## src/logic/l2_pkg.sv

```systemverilog
package l2_pkg;

    ////////////////////////////////////////////////
    // fixed geometry
    ////////////////////////////////////////////////

    localparam int way_num        = 4;   // plru tree is built for 4 ways
    localparam int words_per_line = 4;
    localparam int word_off_w     = 2;

    typedef logic [31:0] word_t;
    typedef word_t [words_per_line-1:0] line_t;  // word 0 in the low bits

    typedef logic [way_num-1:0] way_oh_t;
    typedef logic [1:0]         way_idx_t;

    ////////////////////////////////////////////////
    // encodings
    ////////////////////////////////////////////////

    typedef enum logic [1:0] {
        src_none   = 2'd0,
        src_icache = 2'd1,
        src_dcache = 2'd2
    } l2_src_e;

    typedef enum logic [1:0] {
        op_index_inv    = 2'd0,
        op_index_wb_inv = 2'd1,
        op_hit_wb_inv   = 2'd2
    } l2_op_e;

    typedef enum logic [3:0] {
        st_idle,
        st_lookup,
        st_operation,
        st_check_dirty,
        st_check_dirty1,
        st_writeback,
        st_refill_req,
        st_refill_wait
    } l2_state_e;

    // one accepted transaction
    typedef struct packed {
        l2_src_e     src;
        logic        wr;
        logic        is_op;
        l2_op_e      op;
        logic [31:0] addr;    // op_addr for operations
        word_t       wdata;
    } l2_req_t;

endpackage

```

## src/logic/l2_req_buf.sv

```systemverilog
`timescale 1ns/1ps

module l2_req_buf #(
    parameter int index_width = 8
) (
    input  logic            clk,
    input  logic            rstn,
    input  logic            we,
    input  l2_pkg::l2_req_t nreq,
    output l2_pkg::l2_req_t req
);

    always_ff @(posedge clk) begin
        if (!rstn) begin
            req.src   <= l2_pkg::src_none;
            req.is_op <= 1'b0;
        end else if (we) begin
            req.src   <= nreq.src;
            req.is_op <= nreq.is_op;
        end
    end

    // payload held for the whole transaction
    always_ff @(posedge clk) begin
        if (we) begin
            req.wr    <= nreq.wr;
            req.op    <= nreq.op;
            req.addr  <= nreq.addr;
            req.wdata <= nreq.wdata;
        end
    end

    // an accept must always come from a real port
    a_we_has_src: assert property (@(posedge clk) disable iff (!rstn)
        we |-> (nreq.src != l2_pkg::src_none) || nreq.is_op);

endmodule

```

## config.mk

```make
export PLATFORM = sky130hd
export DESIGN_NAME = l2_req_buf
export DESIGN_NICKNAME = d
export VERILOG_FILES = /design/src/logic/l2_pkg.sv /design/src/logic/l2_req_buf.sv
export SDC_FILE = /design/constraint.sdc
export NUM_CORES = 1
export LEC_CHECK = 0
export ABC_AREA = 1
export BUFFER_PORTS_ARGS = -buffer_cell sky130_fd_sc_hd__clkbuf_2
export CORE_MARGIN = 2
export CORE_UTILIZATION = 41
export CTS_CLUSTER_DIAMETER = 150
export CTS_CLUSTER_SIZE = 20
export DETAILED_ROUTE_END_ITERATION = 8
export GPL_ROUTABILITY_DRIVEN = 0
export PLACE_DENSITY = 0.79
export SETUP_SLACK_MARGIN = 0.5
export SLEW_MARGIN = 20
export SYNTH_ARGS = -nofsm -noshare
export SYNTH_HDL_FRONTEND = slang
export SYNTH_SLANG_ARGS = --single-unit
```

## constraint.sdc

```tcl
create_clock -name clk -period 1 [get_ports clk]
set_clock_uncertainty 0.2 [all_clocks]
set_input_delay 0.2 -clock clk [delete_from_list [all_inputs] [get_ports clk]]
set_output_delay 0.2 -clock clk [all_outputs]
set_load 0.01 [all_outputs]
```

# After elaboration in Yosys (flattened, before gate mapping)
# Cells that the tools add are included.
# W data, S select, Z words.
dict set report word_totals {
  register_bits 70
  inputBits 73
  out_inout_bits 70
  elab_cells 6
}

# Longest topological paths before layout
dict set report logic_depth {
  word_depth 0
  ltp_mapped 4
  depth_no_buf 4
}

# Least setup slack after synthesis
# OpenSTA, ideal clock, no wires.
dict set report synth_timing {
  path_type {register to output}
  from {register req[0] in the netlist's numbering}
  to {output req[0] in the netlist's numbering}
  arrival_time_ps 394
  t_required_ps 600
  slack_ps 206
  path_stages_with_launch 1
  path_buffers 0
  path_cell_list {edfxtp_1}
}
# item line_no
set synth_rtl {}
lappend synth_rtl {{from (decl)} l2_req_buf.sv:10} ;# output l2_pkg::l2_req_t req
# No word-level cell between the ends.

# Final worst setup path
dict set report layout_timing {
  from {register req[30] in the netlist's numbering}
  to {output req[30] in the netlist's numbering}
}
# No word-level cell between the ends.

==> flow_summary.ini <==
[yosys]
syn-num-nets = 158
syn_avg_cell_area_sq_um = 25.0
yosysTopAreaCellShare = 0.945
synth_area_sq_um = 2130
yosys-top-cells-area = edfxtp_1, dfxtp_1, nand2_1, nor2_1, inv_1
yosysUniqueCellTypes = 5
ys_seq_elements = 70
yosysTopAreaCell = edfxtp_1
synth_seq_area_share = 0.974
synth_cells = 85
yosys_warnings = 0

[min_path]
min_path_type = in -> reg
hp-start = nreq[26]
min_delay_worst_endpoint = req[26]
hold_path_depth = 1

[worst_setup_path]
arrival_ns = 0.93
path_depth = 1
cp.required_ns = 0.60
reg2reg_slack_ns = 0.12
max_stage_delay_ns = 0.43
reg2reg_from = req[66]
slowest_stage = edfxtp_1
rr_endpoint = req[66]
worstSetupStartpointType = register
reg2reg_depth = 3
worstSetupPathType = reg -> out
critPathTopFamily = flip-flops
crit_chain = clkbuf_2
worstSetupStartpoint = req[30]
worstPathBufferInverterCount = 1
cp_max_fo = 1
worstSetupEndpointType = output pin

[power]
peakVddDrop_mv = 1.26
power_frac_clock = 0.383
swShare = 0.209
power.switching_w = 0.00146
powerDensity_nw_per_um2 = 1930
seqPwrFrac = 0.505
cellLeakagePower_nw = 1.64
internal_power_w = 0.00553
p_comb_frac = 0.111

[status]
violations = hold timing, setup timing
run_status = finished, violations left

[die]
die_h_um = 76.1
floorplan.die.width_um = 76.1
die_area_sq_um = 5780
ios = 143
core_sq_um = 5040
start_util = 0.422
num_rows = 26

[cells_and_area]
largest_reg_flops = 70
reg.largest.list = req: 70 flops
drive_gt1_frac = 0.698
nFillCells = 290
postLayoutCellArea_sq_um = 3620
nets = 330
areaGrowthSynthToFinish_pct = 70.1
antenna_cells = 0
fin_util = 0.718
top_register = req

[sta]
worst_slack_ns = -0.330
slew_headroom = 0.916
setup_tns_ns = -16.67
rsz0062_at_grt = true
slew_viol_final = 0
fin_crit_sh = 1.33
tightest_slew_ns = 0.126
timing_hold_violations_final = 70
fin_crit_ns = 1.33
max_freq_mhz = 752
fin_hold_ws_ns = -0.170
setup_viol = 70

[grt]
use_met1 = 0.182
grt_pass1_vias = 1611
use_met2 = 0.338
grt_max_degree = 13
overflow = 0
grt_first_pass_wirelength_mm = 7.85
top_usage_layer = met2
antenna_found_initial = 0
grtUsageMet3 = 0.0853
grt_usage = 0.189

[placement]
place_ws_ns = -0.121
detailed_place_hpwl_mm = 3.28
io_buffer_count = 142
place_area_sq_um = 2990

[drt]
vias = 1452
wl_mm = 5.34
first_pass_iters = 4
routed_via_density = 4.37
drt-initial-drc-count = 39
antenna_left = 0
avgRoutedWirePerCell_um = 16.1
drc_errors = 0

[cts]
cts_tree = done
cts.clk_slew.worst_paths_ns = 0.08
htree_levels = 3
clock_latency_ns = 0.34
cts_buffers = 9
cts_buffer_depth = 2
cts_root_buffer = clkbuf_8
numClockSinks = 70

[job]
max_cap_viol_count = 0
final cells by class:
cell class | count | area, sq um | share of cell area
sequential | 70 | 2080 | 0.573
timing repair buffer | 161 | 1150 | 0.318
clock buffer | 9 | 124 | 0.0342
clock inverter | 7 | 113 | 0.0311
tap | 70 | 87.6 | 0.0242
multi-input combinational | 12 | 57.6 | 0.0159
inverter | 3 | 11.3 | 0.00311
cell families (layout without fill, tap and decap cells):
group / after synthesis / count (layout) / share of synthesized area
and+or+nand+nor: 12 / 12 / 0.0212
DFF: 70 / 70 / 0.974
buffers and inverters: 3 / 180 / 0.00529
through the flow:
stage               power [W]  instances
finish                0.00699        332
global route          0.00720        332
CTS                   0.00698        329
detailed placement    0.00417        301
global placement      0.00415        301
floorplan             0.00373         85
placed cells by master (no fill, tap or decap), types with 2 or more instances in the layout:
cell type | Yosys | routed
buf_12 | 0 | 5
buf_16 | 0 | 9
buf_6 | 0 | 4
buf_8 | 0 | 4
bufinv_16 | 0 | 3
clkbuf_2 | 0 | 137
clkbuf_8 | 0 | 9
clkinv_2 | 0 | 3
dfxtp_2 | 0 | 3
edfxtp_1 | 67 | 67
inv_1 | 3 | 3
nand2_1 | 6 | 6
nor2_1 | 6 | 3
nor2_2 | 0 | 2
Yosys cell counts:
cell / n
edfxtp_1: 67
nand2_1: 6
nor2_1: 6
dfxtp_1: 3
inv_1: 3
power by group through the flow:
stage	registers (W)	clock network, W	logic (W)
2_1_floorplan	0.00372	0	0.0000144
3_3_place_gp	0.00358	0	0.000567
3_5_place_dp	0.00359	0	0.000575
4_1_cts	0.00353	0.00270	0.000750
5_1_grt	0.00356	0.00282	0.000826
6_report	0.00353	0.00268	0.000777
metal layers:
| metal | up-vias | wire length (um) | share of wire |
|---|---|---|---|
| li1 | 673 | - | - |
| met1 | 673 | 1830 | 0.34 |
| met2 | 94 | 2790 | 0.52 |
| met3 | 12 | 613 | 0.11 |
| met4 | 0 | 107 | 0.020 |
| met5 | - | 0 | 0 |
worst max-delay path by stage:
stage,endpoint,slack [ns]
finish,req[30],-0.33
global route,req[30],-0.34
CTS,req[48],-0.28
detailed placement,req[0],-0.12
global placement,req[0],-0.11
floorplan,req[0],0.21
timing repair:
| item | 4_1_cts | 5_1_grt |
|---|---|---|
| gates resized for setup | 20 | 10 |
| gates cloned | 7 | 0 |
| setup endpoints to repair | 140 | 140 |
| setup buffers | 5 | 3 |
| pin swaps | 0 | 2 |
| endpoints found under the hold margin | 73 | 70 |
(Power assumes the default switching activity.)
