### src/logic/l2_pkg.sv
package l2_pkg;

    ////////////////////////////////////////////////
    // fixed geometry
    ////////////////////////////////////////////////

    localparam int way_num        = 4;   // plru tree is built for 4 ways
    localparam int words_per_line = 4;
    localparam int word_off_w     = 2;

    typedef logic [31:0] word_t;
    typedef word_t [words_per_line-1:0] line_t;  // word 0 in the low bits

    typedef logic [way_num-1:0] way_oh_t;
    typedef logic [1:0]         way_idx_t;

    ////////////////////////////////////////////////
    // encodings
    ////////////////////////////////////////////////

    typedef enum logic [1:0] {
        src_none   = 2'd0,
        src_icache = 2'd1,
        src_dcache = 2'd2
    } l2_src_e;

    typedef enum logic [1:0] {
        op_index_inv    = 2'd0,
        op_index_wb_inv = 2'd1,
        op_hit_wb_inv   = 2'd2
    } l2_op_e;

    typedef enum logic [3:0] {
        st_idle,
        st_lookup,
        st_operation,
        st_check_dirty,
        st_check_dirty1,
        st_writeback,
        st_refill_req,
        st_refill_wait
    } l2_state_e;

    // one accepted transaction
    typedef struct packed {
        l2_src_e     src;
        logic        wr;
        logic        is_op;
        l2_op_e      op;
        logic [31:0] addr;    // op_addr for operations
        word_t       wdata;
    } l2_req_t;

endpackage

### src/logic/l2_plru.sv
`timescale 1ns/1ps

module l2_plru #(
    parameter int index_width = 8
) (
    input  logic                   clk,
    input  logic                   rstn,
    input  logic [index_width-1:0] index,
    input  logic                   use_we,
    input  l2_pkg::way_idx_t       use_way,
    output l2_pkg::way_idx_t       victim
);

    localparam int sets = 2 ** index_width;

    // bit 0 root, bit 1 picks in ways 0/1, bit 2 in ways 2/3
    logic [2:0] tree [sets];
    logic [2:0] cur;
    logic [2:0] upd;

    assign cur = tree[index];

    // follow the tree to the way it points at
    always_comb begin
        if (!cur[0]) begin
            victim = {1'b0, cur[1]};
        end else begin
            victim = {1'b1, cur[2]};
        end
    end

    // turn every node on the path away from the used way
    always_comb begin
        upd    = cur;
        upd[0] = ~use_way[1];
        if (!use_way[1]) begin
            upd[1] = ~use_way[0];
        end else begin
            upd[2] = ~use_way[0];
        end
    end

    always_ff @(posedge clk) begin
        if (!rstn) begin
            for (int s = 0; s < sets; s++) begin
                tree[s] <= 3'b000;
            end
        end else if (use_we) begin
            tree[index] <= upd;
        end
    end

endmodule

### config.mk
export PLATFORM = sky130hd
export DESIGN_NAME = l2_plru
export DESIGN_NICKNAME = d
export VERILOG_FILES = /design/src/logic/l2_pkg.sv /design/src/logic/l2_plru.sv
export SDC_FILE = /design/constraint.sdc
export NUM_CORES = 1
export LEC_CHECK = 0
export ABC_CLOCK_PERIOD_IN_PS = 3400
export BUFFER_PORTS_ARGS = -buffer_cell sky130_fd_sc_hd__buf_2
export CORE_MARGIN = 4
export CORE_UTILIZATION = 51
export DETAILED_ROUTE_END_ITERATION = 7
export GPL_TIMING_DRIVEN = 1
export HOLD_SLACK_MARGIN = 0.05
export PLACE_DENSITY_LB_ADDON = 0.25
export SLEW_MARGIN = 30
export SYNTH_ARGS = -nofsm -noshare
export SYNTH_HDL_FRONTEND = slang
export SYNTH_SLANG_ARGS = --single-unit
### constraint.sdc
create_clock -name clk -period 3.4 [get_ports clk]
set_input_delay 0.34 -clock clk [delete_from_list [all_inputs] [get_ports clk]]
set_output_delay 0.34 -clock clk [all_outputs]
set_load 0.02 [all_outputs]
; After elaboration in Yosys (flattened, before gate mapping)
; Memories as Yosys holds them, arrays and structs flattened.
; Index checks and enable logic that the tools add are counted.
[totals]
ff_bits = 0
ram_bits = 768
in_bits = 13
output_inout_bits = 2
word_cells = 14
mem_count = 1
[memory_table]
columns = name, words, width, rd, rd_ports_with_merged_regs, wr, line
row1 = tree, 256, 3, 1, 0, 256, l2_plru.sv:17  ; logic [2:0] tree [sets];
[classes]
mux = 10
bitwise = 2
n_reduce_logical = 1
[ops]
columns = op, count
row1 = two-way mux 8 bit, 1
row2 = two-way mux 1 bit, 7
row3 = two-way mux 3 bit, 1
row4 = OR reduction 3 bit, 1
row5 = two-way mux 2 bit, 1
row6 = inverter 1 bit, 2

; Logic depth before layout (Yosys ltp)
; Gate-level depths: netlist of run 1.
[depth]
depth_word = 5
ltp_mapped = 13
depth_no_buf = 7

; Least setup slack after synthesis of run 1
; No wires, ideal clock.
[synth_timing]
path_kind = input port to output port
startpoint = input port index[1]
endpoint = output port victim[0]
arrival_time_ns = 3.383
required_time_ns = 3.060
path_slack_ns = -0.323
path_stages = 10
path_buffers = 4
path_cell_list = buf_2 buf_2 clkbuf_1 buf_1 mux4_2 mux4_2 a22o_1 a211oi_1 nand4_1 mux2i_1
[synth_between]
elab_chain_len = 2
[synth_rtl]
columns = item, line
row1 = from (decl), l2_plru.sv:8  ; input logic [index_width-1:0] index,
row2 = memory read (256 x 3 bit), --
row3 = two-way mux 2 bit, l2_plru.sv:25  ; if (!cur[0]) begin
row4 = to (decl), l2_plru.sv:11  ; output l2_pkg::way_idx_t victim
; No other way between the ends.

; Worst setup path in the final report of run 1
[layout_timing]
startpoint = input port index[0]
endpoint = output port victim[0]
; Same word-level chain as after synthesis.

==> results of run 1 <==
power breakdown:
group,internal [uW],leakage [uW],switching (uW)
sequential,10800,0.00773,122
clock,4920,0.00123,3550
combinational,756,0.00527,1130
total,16400,0.0142,4800
logic make-up (layout without fill, tap and decap cells):
logic type | after synthesis | count (layout) | share of synthesized area
and+or+nand+nor | 1359 | 1359 | 0.149
AOI/OAI and AO/OA | 115 | 115 | 0.0231
buffers and inverters | 220 | 351 | 0.0336
DFF | 768 | 768 | 0.661
other | 0 | 1 | 0
muxes | 210 | 210 | 0.133
stage by stage:
| stage | cell area, um2 | power [uW] | instances | setup TNS (ps) |
|---|---|---|---|---|
| floorplan | 34900 | 12200 | 2672 | 0 |
| global placement | 37100 | 12900 | 3533 | -129350 |
| detailed placement | 37100 | 12900 | 3533 | -151870 |
| CTS | 39600 | 21300 | 3676 | -396 |
| global route | 39700 | 21900 | 3676 | -525 |
| finish | 39700 | 21200 | 3677 | -352 |
how the worst min path moves through the flow:
stage	startpoint	to	slack (ps)	cells after the start
global placement	use_way[1]	tree[246][0]	820	2
detailed placement	use_way[1]	tree[247][0]	820	2
floorplan	use_way[0]	tree[25][1]	820	4
finish	use_way[1]	tree[247][0]	210	2
CTS	use_way[1]	tree[56][0]	170	2
global route	use_way[1]	tree[247][0]	190	2
cell usage in the layout, fill, tap and decap left out, types with 3 or more instances in the layout:
master | Yosys | routed
a21oi_1 | 32 | 31
a22oi_1 | 67 | 62
a22oi_2 | 0 | 5
mux4_2 | 204 | 204
nor2_1 | 801 | 788
clkbuf_1 | 118 | 21
edfxtp_1 | 768 | 768
buf_12 | 0 | 48
bufinv_16 | 0 | 6
mux2i_1 | 4 | 3
nand2b_1 | 6 | 6
nor3_2 | 0 | 5
clkinv_2 | 0 | 14
clkinv_1 | 0 | 16
nor2b_1 | 6 | 4
buf_4 | 10 | 143
clkbuf_8 | 0 | 3
nor4_1 | 11 | 10
a211oi_1 | 6 | 5
nor2_2 | 0 | 12
buf_6 | 33 | 3
buf_2 | 49 | 8
nand2_1 | 522 | 522
clkbuf_16 | 0 | 83
area by class of cell:
class | count | area [um2] | share of cell area
Tap cell | 873 | 1090 | 0.0275
Multi-Input combinational cell | 1684 | 10800 | 0.273
Clock buffer | 104 | 2160 | 0.0544
Clock inverter | 39 | 347 | 0.00874
Timing Repair Buffer | 206 | 2160 | 0.0546
Sequential cell | 768 | 23100 | 0.582
Antenna cell | 1 | 2.50 | 0.0000631
Inverter | 2 | 7.51 | 0.000189
routing by layer:
metal / wire length [um] / GRT usage / vias up
met5: 13 / 0 / -
met4: 3950 / 0.100 / 2
met3: 9640 / 0.0553 / 227
met2: 43900 / 0.404 / 1224
met1: 33700 / 0.338 / 11161
li1: - / - / 9760
what timing repair did:
| action | in CTS | in global routing |
|---|---|---|
| hold buffers | 0 | 0 |
| buffers inserted | 0 | 0 |
| gates resized for setup | 16 | 3 |
| endpoints found under the setup margin | 2 | 2 |
| pin swaps | 5 | 4 |
==> metrics, run 1 <==
H-Tree Depth=3; P_leak=0.0142 uW; mapped cell area=34,900 um2; number of flops mapped to enable cells by yosys=768; MaxCap Viol Count=0; Longest Clk Path Bufs=3; Sink Count=768; die footprint=72,700 um2; final hold violation count=0; status=finished, violations left; Post-synth ARST share=0; WP buf/inv=4; crit-path leading delay family=multiplexers; post-synth top area share=0.661; crit path time final=3630 ps; Yosys reg bits=768; Seq/Total Area, Yosys=0.661; worst hold slack=215 ps; crit-path max cell delay=540 ps; clock latency on the worst-skew pair=630 ps; Die Width=270 um; CP max-delay cell=mux4_2; R2R setup slack=250 ps; crit path DAT=3290 ps; Final nets=2,754; reg2reg end=tree[179][1]; row count=95; R2R cell count=10; DR iter-0 viols=2,683; skew final=27.9 ps; CTS Buf Count=79; RSZ-0062 raised after global routing=true; Syn Nets=2,685; prevailing post-synth register cell=edfxtp_1; Worst setup EP type=output pin; pwr dens=535 nW/um2; dpl ws=-402 ps; Starting Density=0.517; synth cell count leaders=nor2_1, edfxtp_1, nand2_1; largest area contributor in the netlist=edfxtp_1; clock root buffer=clkbuf_16; CTS tree=yes; failing checks=negative setup slack; Worst-path clk slew=60 ps; FILL cells=5,205; Unique masters post-synth=32; drt wl/cell=24.8 um; average vias per placed instance=6.08; number of port buffers=14; Syn-to-layout area delta=13.7%; initial antenna violation count=2; CP startpoint=index[0]; Startpoint Class=input port; Most Frequent Cell on Critical Path=mux4_2; Syn Area/Cell=13.1 um2; I/O pin count=15; CP Class=input port to output pin; WP depth=10; wirelength, routed=91,100 um; pin count of the biggest net entering global routing=152; GRT Util Overall=0.251; GPL Wtd Cong=0.842; Residual DRC=0; Core ar.=67,500 um2; Final Worst Setup Slack=-231 ps; GRT overflow=0; HPWL after detailed placement=59,500 um; maximum VDD drop=410 uV; Largest register FFs=768; top cells by area, synth=edfxtp_1, mux4_2, nor2_1; Final Slew Violations=0; Relative slew margins=0.457; Peak Freq=275 MHz; Post-DRT Antenna Nets=0; largest register by flop count=tree; First-pass DRT Iterations=6; top flop regs=tree: 768 flops; final setup vio count=2; DIE HEIGHT=270 um; Tcrit/Tclk final=1.07; Worst R2R Start=tree[239][1]; Worst EP required=3060 ps; Worst-Margin Slew=814 ps; top-count cell post-synth=nor2_1; type of the tightest min-delay check=input port to flop; vias in the first global route=22,621; capture point of the worst path=victim[0]; first-pass GRT wire length=138,000 um; Yosys warnings=0; cell count after synthesis=2,672; CP Cell Sequence=buf_8, buf_12, buf_4, mux4_2, mux4_2, a22oi_2, and4_4, nand4_1, mux2i_4, buf_6; crit path max fanout=15; final core utilization=0.587; layout cell share with drive strength beyond 1=0.198; via count=22,374
No activity file was read; power rests on OpenSTA's default activity.
==> inputs of run 2 (changes only) <==
--- a/config.mk
+++ b/config.mk
@@ -13,6 +13,7 @@
 export GPL_TIMING_DRIVEN = 1
 export HOLD_SLACK_MARGIN = 0.05
 export PLACE_DENSITY_LB_ADDON = 0.25
+export RECOVER_POWER = 100
 export SLEW_MARGIN = 30
 export SYNTH_ARGS = -nofsm -noshare
 export SYNTH_HDL_FRONTEND = slang
==> metrics, run 2 (same netlist as run 1, synthesis figures left out) <==
status=finished, violations left; failing checks=max-capacitance violations, max-slew violations, negative setup slack; met3 wire length=9480 um; MaxCap Viol Count=6; CP Cell Sequence=buf_8, buf_12, buf_4, mux4_2, mux4_2, a22oi_2, and4_4, nand4_1, mux2i_4, buf_6; HPWL after detailed placement=59,500 um; final setup vio count=399; Post-CTS Hold Buffers=0; pwr dens=539 nW/um2; GRT overflow=0; type of the tightest min-delay check=input port to flop; wire length on met2=43,800 um; crit path max fanout=15; Peak Freq=275 MHz; Largest register FFs=768; CP Class=input port to output pin; crit-path max cell delay=540 ps; Longest Clk Path Bufs=3; Starting Density=0.517; Most Frequent Cell on Critical Path=mux4_2; maximum VDD drop=408 uV; Syn-to-layout area delta=12.9%; wirelength, routed=91,100 um; pin count of the biggest net entering global routing=152; Worst-Margin Slew=2030 ps; crit path DAT=3300 ps; Worst-path clk slew=60 ps; M1 WL=34,000 um; clock root buffer=clkbuf_16; vias in the first global route=22,621; worst hold slack=213 ps; number of port buffers=14; Post-DRT Antenna Nets=0; CTS Buf Count=79; DIE HEIGHT=270 um; top flop regs=tree: 768 flops; Worst setup EP type=output pin; P_leak=0.0141 uW; Startpoint Class=input port; final hold violation count=0; Final Slew Violations=81; most frequent cells in the layout=nor2_1, edfxtp_1, nand2_1, mux4_2, buf_4; largest register by flop count=tree; initial antenna violation count=2; Area after DPL=37,100 um2; I/O pin count=15; layout cell share with drive strength beyond 1=0.180; uppermost routed layer=met5; commonest non-fill, non-tap cell in the layout=nor2_1; First-pass DRT Iterations=6; clock latency on the worst-skew pair=630 ps; Tcrit/Tclk final=1.07; Final Worst Setup Slack=-242 ps; average vias per placed instance=6.10; RSZ-0062 raised after global routing=true; GRT Util Overall=0.251; skew final=27.5 ps; DR iter-0 viols=2,670; drt wl/cell=24.8 um; via count=22,428; die footprint=72,700 um2; Core ar.=67,500 um2; Final nets=2,754; CP max-delay cell=mux4_2; GPL Wtd Cong=0.842; crit path time final=3640 ps; H-Tree Depth=3; Relative slew margins=-0.354; Finished Cell Area=39,400 um2; Worst EP required=3060 ps; row count=95; Residual DRC=0; Sink Count=768; FILL cells=5,256; Die Width=270 um; CTS tree=yes; first-pass GRT wire length=138,000 um
-- run 2: cell count changes in the layout (fill, tap and decap cells not counted), moves of 3 or more --
cell	before	now
buf_12	48	45
buf_4	143	107
clkbuf_1	21	54
clkbuf_2	0	5
nor2_1	788	799
nor2_2	12	1
nor3_1	0	4
nor3_2	5	1
-- run 2: where the power goes --
| part | total, uW | internal (uW) | switching, uW | leakage (uW) |
|---|---|---|---|---|
| combinational | 1860 | 738 | 1120 | 0.00510 |
| sequential | 10900 | 10800 | 122 | 0.00773 |
| clock | 8480 | 4920 | 3560 | 0.00123 |
| total | 21200 | 16400 | 4810 | 0.0141 |
-- run 2: path summary, 6_finish.rpt --
kind	endpoint	start	slack, ps	cells after the start
max reg2reg	tree[28][2]	tree[123][2]	-220	10
min reg2reg	tree[238][2]	tree[130][2]	1660	8
max	victim[0]	index[0]	-240	10
min	tree[247][0]	use_way[1]	210	2
-- run 2: critical path: cells and delay by family --
kind            cells  cell delay, ps
compound gates      1             280
buf+inv             4             740
mux                 3            1380
simple gates        2             520
-- run 2: area by class of cell --
type | count | area (um2) | share of cell area
clock buffers | 104 | 2160 | 0.0547
clock inverters | 39 | 347 | 0.00880
inverters | 2 | 7.51 | 0.000191
diodes | 1 | 2.50 | 0.0000635
flip-flops and latches | 768 | 23100 | 0.585
well taps | 873 | 1090 | 0.0277
multi-input cells | 1684 | 10700 | 0.273
repair buffers | 206 | 1990 | 0.0505
-- run 2: per-layer routing --
layer,vias up,track usage
met5,-,0
met4,2,0.100
met3,228,0.0553
met2,1251,0.404
met1,11190,0.338
li1,9757,-
-- run 2: metrics by stage --
stage	setup WS [ps]	setup TNS, ps	instances	utilization	power, uW
2_1_floorplan	2.47	0	2672	-	12200
3_3_place_gp	-359	-129350	3533	0.549	12900
4_1_cts	-243	-396	3676	0.587	21300
5_1_grt	-327	-82940	3676	0.584	21900
3_5_place_dp	-402	-151870	3533	0.549	12900
6_report	-242	-36580	3677	0.584	21200
-- run 2: timing repair --
action / 4_1_cts / 5_1_grt
hold endpoints to repair: 0 / 0
resized for setup: 16 / 3
setup endpoints to repair: 2 / 2
pin swaps: 5 / 4
buffers inserted: 0 / 0
