`src/logic/l2_pkg.sv`:
```
package l2_pkg;

    ////////////////////////////////////////////////
    // fixed geometry
    ////////////////////////////////////////////////

    localparam int way_num        = 4;   // plru tree is built for 4 ways
    localparam int words_per_line = 4;
    localparam int word_off_w     = 2;

    typedef logic [31:0] word_t;
    typedef word_t [words_per_line-1:0] line_t;  // word 0 in the low bits

    typedef logic [way_num-1:0] way_oh_t;
    typedef logic [1:0]         way_idx_t;

    ////////////////////////////////////////////////
    // encodings
    ////////////////////////////////////////////////

    typedef enum logic [1:0] {
        src_none   = 2'd0,
        src_icache = 2'd1,
        src_dcache = 2'd2
    } l2_src_e;

    typedef enum logic [1:0] {
        op_index_inv    = 2'd0,
        op_index_wb_inv = 2'd1,
        op_hit_wb_inv   = 2'd2
    } l2_op_e;

    typedef enum logic [3:0] {
        st_idle,
        st_lookup,
        st_operation,
        st_check_dirty,
        st_check_dirty1,
        st_writeback,
        st_refill_req,
        st_refill_wait
    } l2_state_e;

    // one accepted transaction
    typedef struct packed {
        l2_src_e     src;
        logic        wr;
        logic        is_op;
        l2_op_e      op;
        logic [31:0] addr;    // op_addr for operations
        word_t       wdata;
    } l2_req_t;

endpackage

```
`src/logic/l2_fsm_main.sv`:
```
`timescale 1ns/1ps

module l2_fsm_main (
    input  logic             clk,
    input  logic             rstn,
    input  logic             icache_req,
    input  logic             dcache_req,
    input  logic             op_flag,
    output logic             icache_addr_ok,
    output logic             dcache_addr_ok,
    output logic             op_ack,
    output logic             icache_data_ok,
    output logic             dcache_data_ok,
    output logic             buf_we,
    input  l2_pkg::l2_req_t  req,
    input  l2_pkg::way_oh_t  hit,
    input  logic             dirty,
    input  l2_pkg::way_idx_t victim,
    output logic             use_we,
    output l2_pkg::way_idx_t use_way,
    output l2_pkg::way_idx_t sel_way,
    output logic             tag_we,
    output logic             tag_inv,
    output logic             dirty_set,
    output logic             dirty_clr,
    output logic             data_we,
    output logic             data_refill,
    output logic             mem_req_r,
    output logic             mem_req_w,
    output logic             mem_rdy,
    input  logic             mem_addr_ok_r,
    input  logic             mem_addr_ok_w,
    input  logic             mem_data_ok
);

    l2_pkg::l2_state_e state;
    l2_pkg::l2_state_e state_nx;

    l2_pkg::way_idx_t way_q;    // way under writeback / refill
    l2_pkg::way_idx_t way_d;
    l2_pkg::way_idx_t hit_way;
    logic             way_ld;
    logic             any_hit;
    logic             data_ok;

    assign any_hit = |hit;

    always_comb begin
        hit_way = '0;
        for (int w = l2_pkg::way_num - 1; w >= 0; w--) begin
            if (hit[w]) hit_way = l2_pkg::way_idx_t'(w);
        end
    end

    always_ff @(posedge clk) begin
        if (!rstn) state <= l2_pkg::st_idle;
        else state <= state_nx;
    end

    always_ff @(posedge clk) begin
        if (way_ld) way_q <= way_d;
    end

    ////////////////////////////////////////////////
    // next state and strobes
    ////////////////////////////////////////////////

    always_comb begin
        state_nx       = state;
        icache_addr_ok = 1'b0;
        dcache_addr_ok = 1'b0;
        op_ack         = 1'b0;
        buf_we         = 1'b0;
        data_ok        = 1'b0;
        use_we         = 1'b0;
        use_way        = way_q;
        sel_way        = way_q;
        tag_we         = 1'b0;
        tag_inv        = 1'b0;
        dirty_set      = 1'b0;
        dirty_clr      = 1'b0;
        data_we        = 1'b0;
        data_refill    = 1'b0;
        mem_req_r      = 1'b0;
        mem_req_w      = 1'b0;
        mem_rdy        = 1'b0;
        way_ld         = 1'b0;
        way_d          = victim;
        case (state)
            l2_pkg::st_idle: begin
                buf_we = op_flag | dcache_req | icache_req;
                if (op_flag) begin                 // operations win
                    op_ack   = 1'b1;
                    state_nx = l2_pkg::st_operation;
                end else if (dcache_req) begin
                    dcache_addr_ok = 1'b1;
                    state_nx       = l2_pkg::st_lookup;
                end else if (icache_req) begin
                    icache_addr_ok = 1'b1;
                    state_nx       = l2_pkg::st_lookup;
                end
            end
            l2_pkg::st_lookup: begin
                sel_way = hit_way;
                use_way = hit_way;
                if (any_hit) begin
                    use_we    = 1'b1;
                    data_we   = req.wr;
                    dirty_set = req.wr;
                    data_ok   = !req.wr;
                    state_nx  = l2_pkg::st_idle;
                end else begin
                    state_nx = l2_pkg::st_check_dirty;
                end
            end
            l2_pkg::st_operation: begin
                state_nx = l2_pkg::st_idle;
                case (req.op)
                    l2_pkg::op_index_inv: begin
                        sel_way   = req.addr[1:0];
                        tag_inv   = 1'b1;
                        dirty_clr = 1'b1;          // dropped without writeback
                    end
                    l2_pkg::op_index_wb_inv: begin
                        sel_way  = req.addr[1:0];
                        tag_inv  = 1'b1;
                        way_ld   = 1'b1;
                        way_d    = req.addr[1:0];
                        state_nx = l2_pkg::st_check_dirty;
                    end
                    l2_pkg::op_hit_wb_inv: begin
                        if (any_hit) begin
                            sel_way  = hit_way;
                            tag_inv  = 1'b1;
                            way_ld   = 1'b1;
                            way_d    = hit_way;    // record hit way
                            state_nx = l2_pkg::st_check_dirty;
                        end
                    end
                    default: ;
                endcase
            end
            l2_pkg::st_check_dirty: begin
                way_ld   = !req.is_op;             // freeze plru victim
                state_nx = l2_pkg::st_check_dirty1;
            end
            l2_pkg::st_check_dirty1: begin
                if (dirty) state_nx = l2_pkg::st_writeback;
                else if (req.is_op) state_nx = l2_pkg::st_idle;
                else state_nx = l2_pkg::st_refill_req;
            end
            l2_pkg::st_writeback: begin
                mem_req_w = 1'b1;
                if (mem_addr_ok_w) begin
                    dirty_clr = 1'b1;
                    state_nx  = req.is_op ? l2_pkg::st_idle : l2_pkg::st_refill_req;
                end
            end
            l2_pkg::st_refill_req: begin
                mem_req_r = 1'b1;
                if (mem_addr_ok_r) state_nx = l2_pkg::st_refill_wait;
            end
            l2_pkg::st_refill_wait: begin
                mem_rdy = 1'b1;
                if (mem_data_ok) begin
                    data_refill = 1'b1;
                    tag_we      = 1'b1;
                    use_we      = 1'b1;
                    dirty_set   = req.wr;          // store merged into the line
                    dirty_clr   = !req.wr;
                    data_ok     = !req.wr;
                    state_nx    = l2_pkg::st_idle;
                end
            end
            default: state_nx = l2_pkg::st_idle;
        endcase
        icache_data_ok = data_ok && (req.src == l2_pkg::src_icache);
        dcache_data_ok = data_ok && (req.src == l2_pkg::src_dcache);
    end

    a_mem_req_excl: assert property (@(posedge clk) disable iff (!rstn)
        !(mem_req_r && mem_req_w));

    a_data_ok_state: assert property (@(posedge clk) disable iff (!rstn)
        (icache_data_ok || dcache_data_ok) |->
            (state == l2_pkg::st_lookup) || (state == l2_pkg::st_refill_wait));

endmodule

```
`config.mk`:
```
export PLATFORM = sky130hd
export DESIGN_NAME = l2_fsm_main
export DESIGN_NICKNAME = d
export VERILOG_FILES = /design/src/logic/l2_pkg.sv /design/src/logic/l2_fsm_main.sv
export SDC_FILE = /design/constraint.sdc
export NUM_CORES = 1
export LEC_CHECK = 0
export BUFFER_PORTS_ARGS = -buffer_cell sky130_fd_sc_hd__buf_4
export CELL_PAD_IN_SITES_DETAIL_PLACEMENT = 1
export CELL_PAD_IN_SITES_GLOBAL_PLACEMENT = 1
export CORE_ASPECT_RATIO = 1.75
export CORE_MARGIN = 1.5
export CORE_UTILIZATION = 19
export CTS_CLUSTER_DIAMETER = 150
export DETAILED_ROUTE_END_ITERATION = 16
export PLACE_DENSITY = 0.8
export SLEW_MARGIN = 20
export SYNTH_ARGS = -nofsm -noshare
export SYNTH_HDL_FRONTEND = slang
export SYNTH_SLANG_ARGS = --single-unit
```
`constraint.sdc`:
```
create_clock -name clk -period 2.4 [get_ports clk]
set_clock_uncertainty 0.15 [all_clocks]
set_input_delay 0.36 -clock clk [delete_from_list [all_inputs] [get_ports clk]]
set_output_delay 0.36 -clock clk [all_outputs]
set_load 0.03 [all_outputs]
```
Word-level counts from Yosys, hierarchy flattened
Index checks and enable logic that the tools add are counted.
{"block": "totals", "ff_bits": 6, "inputBits": 85, "output_inout_bits": 20, "wordCells": 82}
{"block": "op_classes", "n_eq_ne": 15, "n_mux": 54, "bitwise": 2, "n_reduce_logical": 9}
{"op": "$pmux W4 S8", "n": 1}
{"op": "$mux W1", "n": 24}
{"op": "$mux W4", "n": 6}
{"op": "$mux W2", "n": 10}
{"op": "$eq A4 B3 Y1 const B", "n": 4}
{"op": "$pmux W2 S2", "n": 4}
{"op": "$pmux W1 S2", "n": 6}
{"op": "$eq A4 B2 Y1 const B", "n": 2}
{"op": "$mux W3", "n": 2}
{"op": "$ne A2 B2 Y1 const B", "n": 3}
{"op": "$eq A2 B1 Y1 const B", "n": 2}
{"op": "$eq A2 B2 Y1 const B", "n": 2}
{"op": "$eq A4 B1 Y1 const B", "n": 1}
{"op": "$logic_not A4 Y1", "n": 1}
{"op": "$ne A4 B4 Y1 const B", "n": 1}
{"op": "$reduce_and A4 Y1", "n": 1}
{"op": "$reduce_or A4 Y1", "n": 1}
{"op": "$pmux W1 S3", "n": 1}
{"op": "$logic_and A1 B1 Y1", "n": 2}
{"op": "$logic_not A1 Y1", "n": 2}
{"op": "$logic_not A2 Y1", "n": 1}
{"op": "$or A1 B1 Y1", "n": 2}
{"op": "$reduce_or A2 Y1", "n": 1}

Longest topological paths before layout
Gate-level depths: netlist of run 1.
{"block": "logic_depth", "ltp_word": 7, "mapped_depth": 6, "mapped_depth_nobuf": 6}

Worst setup path before layout of run 1
Ideal clock, no wire load.
{"block": "synth_timing", "kind": "register to output", "start": "register state[1]", "end": "output dcache_data_ok", "arrival_time_ps": 2301, "required_time_ps": 1890, "slack_ps": -411, "path_stages_with_launch": 5, "n_path_buf": 0, "cell_sequence": "dfxtp_1 -> and3_1 -> and2_1 -> a21oi_1 -> nor4b_1"}
{"block": "synth_between", "elab_chain_cells": 3, "elab_cells_between_ends": 4, "cone_classes": "2 x eq/ne; 1 x mux; 1 x reduce/logical"}
{"element": "start: declaration", "line_no": "l2_fsm_main.sv:36", "text": "l2_pkg::l2_state_e state;"}
{"element": "start signal: assignment", "line_no": "l2_fsm_main.sv:56", "text": "if (!rstn) state <= l2_pkg::st_idle;"}
{"element": "start signal: assignment", "line_no": "l2_fsm_main.sv:57", "text": "else state <= state_nx;"}
{"element": "$eq A4 B3 Y1 / $eq A4 B1 Y1 (equally long branches)", "line_no": "l2_fsm_main.sv:89", "text": "case (state)"}
{"element": "$pmux W1 S2 (*)", "line_no": "l2_fsm_main.sv:89"}
{"element": "$logic_and A1 B1 Y1 (*)", "line_no": "l2_fsm_main.sv:178", "text": "dcache_data_ok = data_ok && (req.src == l2_pkg::src_dcache);"}
{"element": "end: declaration", "line_no": "l2_fsm_main.sv:13", "text": "output logic dcache_data_ok,"}
Mark *: on every way between the ends. The rest lies on a longest branch, timed or not.

Worst setup path in the final report of run 1
{"block": "layout_timing", "start": "register state[0]", "end": "output sel_way[0]"}
{"block": "layout_between", "elab_chain_cells": 2, "elab_cells_between_ends": 3, "cone_classes": "2 x eq/ne; 1 x mux"}
{"element": "$eq A4 B2 Y1 / $eq A4 B1 Y1 (equally long branches)", "line_no": "l2_fsm_main.sv:89"}
{"element": "$pmux W2 S2 (*)", "line_no": "l2_fsm_main.sv:89"}
{"element": "end: declaration", "line_no": "l2_fsm_main.sv:21", "text": "output l2_pkg::way_idx_t sel_way,"}
Marks and branches as above.

==> flow_summary.ini, run 1 <==
[status]
status = finished, final reports clean

[worst_setup_path]
cp.required_ps = 1890
crit_type = register to primary output
crit_path_end_kind = primary output
crit_path_start_kind = register
arrival_ps = 1750
path_max_fanout = 9

[power_and_ir_drop]
ir_worst_vdd_uv = 227.7
powerDensity_mw_per_mm2 = 430.9
finalPower_mw = 0.5435
p_leak_nw = 0.5750

[yosys]
synth_area_leaders = dfxtp_1 (7.5%), edfxtp_1 (7.5%), ha_1 (6.2%)
synth_commonest_cells = nand2_1 (11), nor2_1 (11), a21oi_1 (8)
synthDistinctLibCells = 47
postSynth.asyncResetShare_pct = 0
yosysSeqAreaShare_pct = 14.93
yosys_warnings = 0
syn-instance-count = 112
synth_top_area_share_pct = 7.465
yosysTopAreaCell = dfxtp_1
syn-num-nets = 201
synth_area_per_cell_um2 = 7.183
synthesis.area_um2 = 804.5
ys_seq_elements = 5
synth-edff-count = 2
ys.flop_type = dfxtp_1

[clock_network]
cts_buffer_depth = 2
insertion_delay_ps = 220
numCtsBuffers = 3
cts_tree = yes
clk_pin_slew_ps = 30
cts_max_level = 1
clkSinkCount = 5
root_buffer = clkbuf_8

[floorplanning]
die-width_um = 52.19
std_cell_rows = 31
die_height_um = 89.08
coreArea_mm2 = 0.004111
ios = 105
start_util_pct = 19.57
dieArea_mm2 = 0.004649

[timing]
max_slew_margin_pct = 74.90
finalSetupViolCount = 0
hold_viol = 0
max_freq_mhz = 441.5
fin_ws_ps = 135.2
slew_viol_final = 0
finalSetupTns_ps = 0
rsz0062_at_grt = no
post-route-period-util_pct = 94.37
layout_min_cycle_time_ps = 2265
holdWs_ps = 294.7
worst_pin_slew_ps = 376.4

[global_route]
antenna_found_initial = 0
grt_max_degree = 15
overflow = 0
use_met2_pct = 24.28
met3_usage_pct = 1.505
track_usage_pct = 13.00
grt_pass1_vias = 1019
grt_pass1_wl_mm = 4.616
grt-busiest-layer = met2
use_met1_pct = 14.34

[placed_design]
routabilityCongestion = 0.8383
io_buffers = 42
place_area_mm2 = 0.001202
hpwl_mm = 2.310
pre_cts_slack_ps = 160.0
placedCellCount = 202

[final_layout]
final_area_mm2 = 0.001261
final_util_pct = 30.68
n_antenna_cell = 0
layout-drive-gt1-share_pct = 43.31
fin_nets = 247
syn2layout_area_growth_pct = 56.77
fin_cells = 206

[flow_run]
drv_cap = 0

[worst_hold_path]
hp-class = primary input to register

[route]
drcViolationCount = 0
wl_mm = 2.834
first_iter_violations = 19
viasPerCell = 4.981
vias = 1026
drtAntennaViolNets = 0
routedWlPerCell_um = 13.76
firstDrtPassIters = 4
path summary, 6_finish.rpt:
kind,startpoint,endpoint,slack [ps],cells past startpoint
worst min-delay path,victim[0],way_q[0]$_DFFE_PP_,290,2
worst max register to register,state[0]$_SDFFE_PN0P_,way_q[0]$_DFFE_PP_,410,5
worst min register to register,state[2]$_SDFFE_PN0P_,state[0]$_SDFFE_PN0P_,400,2
worst max-delay path,state[0]$_SDFFE_PN0P_,sel_way[0],140,5
repair_timing:
action | CTS | global route
hold buffers | 0 | 0
setup endpoints to repair | 0 | 4
gates resized for setup | 0 | 5
setup buffers | 0 | 0
hold endpoints to repair | 0 | 0
state kept, by name (all words and copies together), names as in the netlist:
signal,cells
state,3
way_q,2
area by class of cell:
| class | count | area (µm²) |
|---|---|---|
| inverters | 6 | 22.52 |
| well taps | 49 | 61.31 |
| flip-flops and latches | 5 | 123.9 |
| repair buffers | 49 | 367.9 |
| clock buffers | 4 | 45.04 |
| multi-input cells | 93 | 640.6 |
| fillers | 527 | 2850 |
routing by layer:
layer  vias to the layer above  part of all wire (%)  wire, µm
met5                         -                     0         0
met4                         0                   2.2        62
li1                        507                     -         -
met1                       481                    39      1093
met3                         6                   3.7       105
met2                        32                    56      1573
worst max-delay path, stage by stage (launching register included):
cell and delay, ps:
dfxtp_2 390, or3b_2 540, nand2_1 120, a21oi_1 50, a311o_1 270, buf_4 170
cells in the final DEF, fill, tap and decap left out, types with 2 or more instances in the layout:
cell type   n
mux2_2      2
o22ai_1     2
or4_1       2
nor3_1      2
ha_1        4
a21oi_1     8
nand2_1    11
nor4b_2     2
buf_4      49
nand2b_1    3
or3b_2      2
clkbuf_8    3
or2_2       2
nor2b_1     3
nand3_1     2
dfxtp_2     3
o31ai_1     2
nor3b_2     2
nor4_1      2
inv_1       6
edfxtp_1    2
nand3b_1    2
nor2_1     11
and2_1      3
o21ai_0     3
nor3b_1     2
power by group:
part           switching, mW  leakage (nW)  internal (mW)  total [mW]
registers             0.0113        0.0439         0.0966       0.108
clock network         0.0395        0.0228          0.114       0.153
logic                  0.153         0.508          0.129       0.282
logic make-up after synthesis:
| kind of cell | share of synthesized area, % |
|---|---|
| flip-flops | 14.93 |
| AND/OR/NAND/NOR | 41.37 |
| AO/OA/AOI/OAI | 25.35 |
| buffers and inverters | 8.242 |
| adder cells (fa/ha/maj) | 6.221 |
| multiplexers | 2.799 |
| XOR/XNOR | 1.089 |
Note: power is estimated with default switching activity, not from simulation.
==> run 2: changes to the inputs <==
--- a/config.mk
+++ b/config.mk
@@ -12,8 +12,10 @@
 export CORE_MARGIN = 1.5
 export CORE_UTILIZATION = 19
 export CTS_CLUSTER_DIAMETER = 150
+export CTS_CLUSTER_SIZE = 24
 export DETAILED_ROUTE_END_ITERATION = 16
-export PLACE_DENSITY = 0.8
+export MAX_ROUTING_LAYER = met4
+export PLACE_DENSITY = 0.84
 export SLEW_MARGIN = 20
 export SYNTH_ARGS = -nofsm -noshare
 export SYNTH_HDL_FRONTEND = slang
==> run 2 against run 1 <==
  * Clock power is essentially flat
  * Non-clock buffer count is the same
  * Cell count is the same
  * Largest cell class unchanged
  * Largest power group unchanged
==> flow_summary.ini, run 2 (same netlist as run 1, synthesis figures left out) <==
[status]
status = finished, final reports clean

[worst_setup_path]
cp_cell_sequence = or3b_2, nand2_1, a21oi_1, a311o_1, buf_4
slowest_delay_ps = 530
crit_path_end_kind = primary output
critical_path.startpoint = state[0]$_SDFFE_PN0P_
reg2reg_to = way_q[0]$_DFFE_PP_
cp.required_ps = 1890
r2r_cells = 5
cp_slowest_cell = or3b_2
arrival_ps = 1770
path_delay_family = simple AND/OR/NAND/NOR gates
path_max_fanout = 10
cp_num_buf_inv = 1
r2r_start = state[0]$_SDFFE_PN0P_
reg2reg_setup_slack_ps = 410
crit_type = register to primary output
crit_path_start_kind = register

[clock_network]
insertion_delay_ps = 220
hold_buffers = 0
cts_tree = yes
post_cts_buffers = 0
clk_pin_slew_ps = 40
cts_buffer_depth = 2
cts_max_level = 1
ctsResizeCount = 0
root_buffer = clkbuf_8
clkSinkCount = 5
numCtsBuffers = 3

[floorplanning]
coreArea_mm2 = 0.004111
start_util_pct = 19.57
die_height_um = 89.08
std_cell_rows = 31
die-width_um = 52.19
dieArea_mm2 = 0.004649
ios = 105

[global_route]
antenna_found_initial = 0
grt_pass1_wl_mm = 4.719
track_usage_pct = 13.69
grt_max_degree = 14
grt_pass1_vias = 1080
overflow = 0

[route]
drtAntennaViolNets = 0
viasPerCell = 4.937
firstDrtPassIters = 3
vias = 1017
wl_mm = 2.897
routedWlPerCell_um = 14.06
first_iter_violations = 10
drcViolationCount = 0

[final_layout]
reg_top3 = state: 3 flops, way_q: 2 flops
syn2layout_area_growth_pct = 55.52
layout-drive-gt1-share_pct = 42.04
layout_commonest_cell = buf_4
most-common-layout-cells = buf_4 (49), nand2_1 (11), nor2_1 (11)
fin_nets = 247
largest_reg_flops = 3
n_antenna_cell = 0
final_util_pct = 30.43
final_area_mm2 = 0.001251
registers.top_by_ff_count = state

[worst_hold_path]
min_to = state[2]$_SDFFE_PN0P_
hold_depth = 3
holdCritStartpoint = rstn
hp-class = primary input to register

[timing]
worst_pin_slew_ps = 398.0
finalSetupTns_ps = 0
hold_viol = 0
layout_min_cycle_time_ps = 2283
finalSetupViolCount = 0
post-route-period-util_pct = 95.14
slew_viol_final = 0
rsz0062_at_grt = no
max_freq_mhz = 437.9
max_slew_margin_pct = 73.47

[power_and_ir_drop]
finalPower_mw = 0.5416
ir_worst_vdd_uv = 220.9
p_leak_nw = 0.5698
powerDensity_mw_per_mm2 = 432.9

[placed_design]
routabilityCongestion = 0.7911
io_buffers = 42
hpwl_mm = 2.350
place_area_mm2 = 0.001202

[flow_run]
drv_cap = 0
run 2: cell count changes in the layout (fill, tap and decap cells not counted):
cell and delta:
nor3b_2 -2, nor3b_1 +2
run 2: worst max path at each step:
| stage | to | slack [ps] | depth (start not counted) |
|---|---|---|---|
| after floorplan | dcache_data_ok | -20 | 4 |
| after global placement | dirty_set | 180 | 5 |
| after detailed placement | use_we | 170 | 5 |
| after CTS | sel_way[0] | 7 | 5 |
| after global routing | icache_data_ok | 20 | 5 |
| final | sel_way[0] | 120 | 5 |
run 2: area by class of cell:
class                      count  area (µm²)
clock buffer                   4       45.04
fill                         530        2860
inverter                       6       22.52
multi-input combinational     93       630.6
sequential                     5       123.9
tap                           49       61.31
timing repair buffer          49       367.9
run 2: layer usage:
| metal | track usage (%) | up-vias | share of wire (%) |
|---|---|---|---|
| met5 | - | - | 0 |
| met4 | 6.993 | 0 | 1.4 |
| met3 | 0.5017 | 2 | 3.3 |
| met2 | 25.20 | 28 | 55 |
| met1 | 14.46 | 484 | 40 |
| li1 | - | 503 | - |
run 2: metrics by stage:
step / worst slack [ps] / instances / hold WS (ps)
2_1_floorplan: -20.66 / 112 / 361.5
3_3_place_gp: 178.4 / 202 / 439.0
3_5_place_dp: 174.4 / 202 / 448.5
4_1_cts: 7.201 / 206 / 279.3
5_1_grt: 15.51 / 206 / 298.7
6_report: 116.5 / 206 / 273.2
run 2: worst reg2reg max path: cells and delay by family, from the launching register on:
kind / cells / cell delay, ps
compound gates: 2 / 290
simple gates: 2 / 670
buf+inv: 1 / 190
flops: 1 / 360
run 2: report_power, final:
group	leakage, nW	total, mW	internal [mW]	switching, mW
Clock	0.0228	0.155	0.114	0.0412
Combinational	0.503	0.276	0.127	0.149
Sequential	0.0439	0.111	0.0965	0.0141
Total	0.570	0.542	0.337	0.204
==> run 3: changes to the inputs <==
--- a/config.mk
+++ b/config.mk
@@ -5,18 +5,19 @@
 export SDC_FILE = /design/constraint.sdc
 export NUM_CORES = 1
 export LEC_CHECK = 0
+export ABC_AREA = 1
 export BUFFER_PORTS_ARGS = -buffer_cell sky130_fd_sc_hd__buf_4
 export CELL_PAD_IN_SITES_DETAIL_PLACEMENT = 1
 export CELL_PAD_IN_SITES_GLOBAL_PLACEMENT = 1
 export CORE_ASPECT_RATIO = 1.75
 export CORE_MARGIN = 1.5
-export CORE_UTILIZATION = 19
+export CORE_UTILIZATION = 18
 export CTS_CLUSTER_DIAMETER = 150
 export CTS_CLUSTER_SIZE = 24
 export DETAILED_ROUTE_END_ITERATION = 16
 export MAX_ROUTING_LAYER = met4
-export PLACE_DENSITY = 0.84
-export SLEW_MARGIN = 20
+export PLACE_DENSITY = 0.83
+export SLEW_MARGIN = 10
 export SYNTH_ARGS = -nofsm -noshare
 export SYNTH_HDL_FRONTEND = slang
 export SYNTH_SLANG_ARGS = --single-unit
==> run 3 against run 2 <==
  * Non-clock buffer count decreased by 7
  * First-iteration DRC count unchanged
  * Total power is 8.5% lower
  * Clock-buffer cell count did not move
  * Final area fell by 4.1%
  * Worst setup slack improved by 96 ps
  * Fmax is 4.4% higher
  * Die area grew 5.5%
  * Critical path type unchanged
  * Highest routed layer unchanged
==> flow_summary.ini, run 3 <==
[worst_setup_path]
r2r_start = state[1]$_SDFFE_PN0P_
cp.required_ps = 1890
crit_path_start_kind = register
r2r_cells = 4
path_max_fanout = 10
crit_type = register to primary output
reg2reg_setup_slack_ps = 670
reg2reg_to = way_q[1]$_DFFE_PP_
crit_path_end_kind = primary output
arrival_ps = 1680

[worst_hold_path]
min_to = state[0]$_SDFFE_PN0P_
hp-class = primary input to register
holdCritStartpoint = rstn
hold_depth = 3

[yosys]
yosysTopAreaCell = nand2_1
postSynth.asyncResetShare_pct = 0
synth_top_area_share_pct = 13.51
synthDistinctLibCells = 28
yosys_warnings = 0
ys_seq_elements = 5
synth-edff-count = 2
synth_area_per_cell_um2 = 5.839
ys.flop_type = dfxtp_1
syn-instance-count = 138
synth_most_common_cell = nand2_1
syn-num-nets = 227
synthesis.area_um2 = 805.8
synth_area_leaders = nand2_1 (14%), inv_1 (12%), dfxtp_1 (7.5%)
yosysSeqAreaShare_pct = 14.91
synth_commonest_cells = nand2_1 (29), inv_1 (26), nor2_1 (16)

[clock_network]
clkSinkCount = 5
numCtsBuffers = 3
hold_buffers = 0
post_cts_buffers = 0
cts_tree = yes
cts_buffer_depth = 2
clk_pin_slew_ps = 30
ctsResizeCount = 0
root_buffer = clkbuf_8
insertion_delay_ps = 220
cts_max_level = 1

[global_route]
grt_pass1_wl_mm = 4.064
track_usage_pct = 11.21
grt_pass1_vias = 1058
antenna_found_initial = 0
overflow = 0
grt_max_degree = 11

[final_layout]
fin_cells = 232
final_area_mm2 = 0.001200
most-common-layout-cells = buf_4 (42), nand2_1 (29), inv_1 (26)
layout-drive-gt1-share_pct = 30.94
multi_input_area_um2 = 546.8
layout_commonest_cell = buf_4
fin_nets = 271
registers.top_by_ff_count = state
largest_reg_flops = 3
reg_top3 = state: 3 flops, way_q: 2 flops
syn2layout_area_growth_pct = 48.91
n_antenna_cell = 0
final_util_pct = 27.49
seq_area_um2 = 120.1
fill_cells = 568

[floorplanning]
start_util_pct = 18.46
die-width_um = 53.58
ios = 105
die_height_um = 91.51
dieArea_mm2 = 0.004903
coreArea_mm2 = 0.004364
std_cell_rows = 32

[timing]
rsz0062_at_grt = no
max_freq_mhz = 457.2
fin_ws_ps = 212.8
finalSetupViolCount = 0
layout_min_cycle_time_ps = 2187
post-route-period-util_pct = 91.13
holdWs_ps = 266.8
slew_viol_final = 0
hold_viol = 0
max_slew_margin_pct = 70.82
worst_pin_slew_ps = 437.1
finalSetupTns_ps = 0

[status]
status = finished, final reports clean

[placed_design]
hpwl_mm = 2.257
place_area_mm2 = 0.001155
placedCellCount = 228
pre_cts_slack_ps = 342.8
io_buffers = 42
routabilityCongestion = 0.8740

[power_and_ir_drop]
ir_worst_vdd_uv = 223.8
finalPower_mw = 0.4958
powerDensity_mw_per_mm2 = 413.2
p_leak_nw = 0.6471

[route]
viasPerCell = 4.513
vias = 1047
firstDrtPassIters = 4
drcViolationCount = 0
drtAntennaViolNets = 0
wl_mm = 2.521
first_iter_violations = 10
routedWlPerCell_um = 10.87

[flow_run]
drv_cap = 0
==> run 3: cell types whose count changed after synthesis, moves of 3 or more <==
cell	change
inv_1	+20
nor2_1	+5
inv_2	+3
nor2_2	+3
nand3_1	+10
nor4b_1	-3
nor2b_1	-3
o21ai_0	+6
and2_1	-3
nand2_1	+18
clkbuf_1	-3
nand2b_1	-3
==> run 3: power by group <==
part	total, mW	internal [mW]	switching [mW]
Combinational	0.234	0.0921	0.142
Sequential	0.110	0.0958	0.0137
Clock	0.152	0.114	0.0383
==> run 3: logic make-up (layout without fill, tap and decap cells) <==
logic type / after synthesis / count (layout) / synth area share [%]
compound gates: 26 / 26 / 18.95
fa+ha+maj: 4 / 4 / 6.211
buf+inv: 32 / 75 / 17.24
flops: 5 / 5 / 14.91
simple gates: 71 / 71 / 42.70
==> run 3: how the worst max path moves through the flow <==
| stage | start | end | slack (ps) | depth (start not counted) |
|---|---|---|---|---|
| finish | state[1]$_SDFFE_PN0P_ | dcache_data_ok | 210 | 5 |
| global route | state[1]$_SDFFE_PN0P_ | dcache_data_ok | 30 | 5 |
| CTS | state[1]$_SDFFE_PN0P_ | dcache_data_ok | 180 | 5 |
| detailed placement | req[64] | sel_way[1] | 340 | 9 |
| global placement | req[64] | sel_way[1] | 370 | 9 |
| floorplan | state[0]$_SDFFE_PN0P_ | icache_data_ok | 250 | 6 |
==> run 3: area by class of cell <==
class                           count  share of cell area (%)
Sequential cell                     5                   10.01
Multi-Input combinational cell    101                   45.57
Inverter                           29                   9.072
Clock buffer                        4                   3.754
Timing Repair Buffer               42                   26.28
Tap cell                           51                   5.318
==> run 3: critical path: stages (launching register included) <==
cell and delay, ps:
dfxtp_1 580, nand3_1 260, o22ai_2 260, nand2_2 90, nor3_2 100, buf_4 170
==> run 3: metal layers <==
| metal | part of all wire (%) | GRT usage, % | up-vias | wire (µm) |
|---|---|---|---|---|
| met4 | 3.0 | 5.128 | 0 | 76 |
| met2 | 56 | 21.19 | 32 | 1404 |
| met5 | 0 | - | - | 0 |
| li1 | - | - | 531 | - |
| met1 | 36 | 9.668 | 475 | 913 |
| met3 | 5.0 | 2.467 | 9 | 126 |
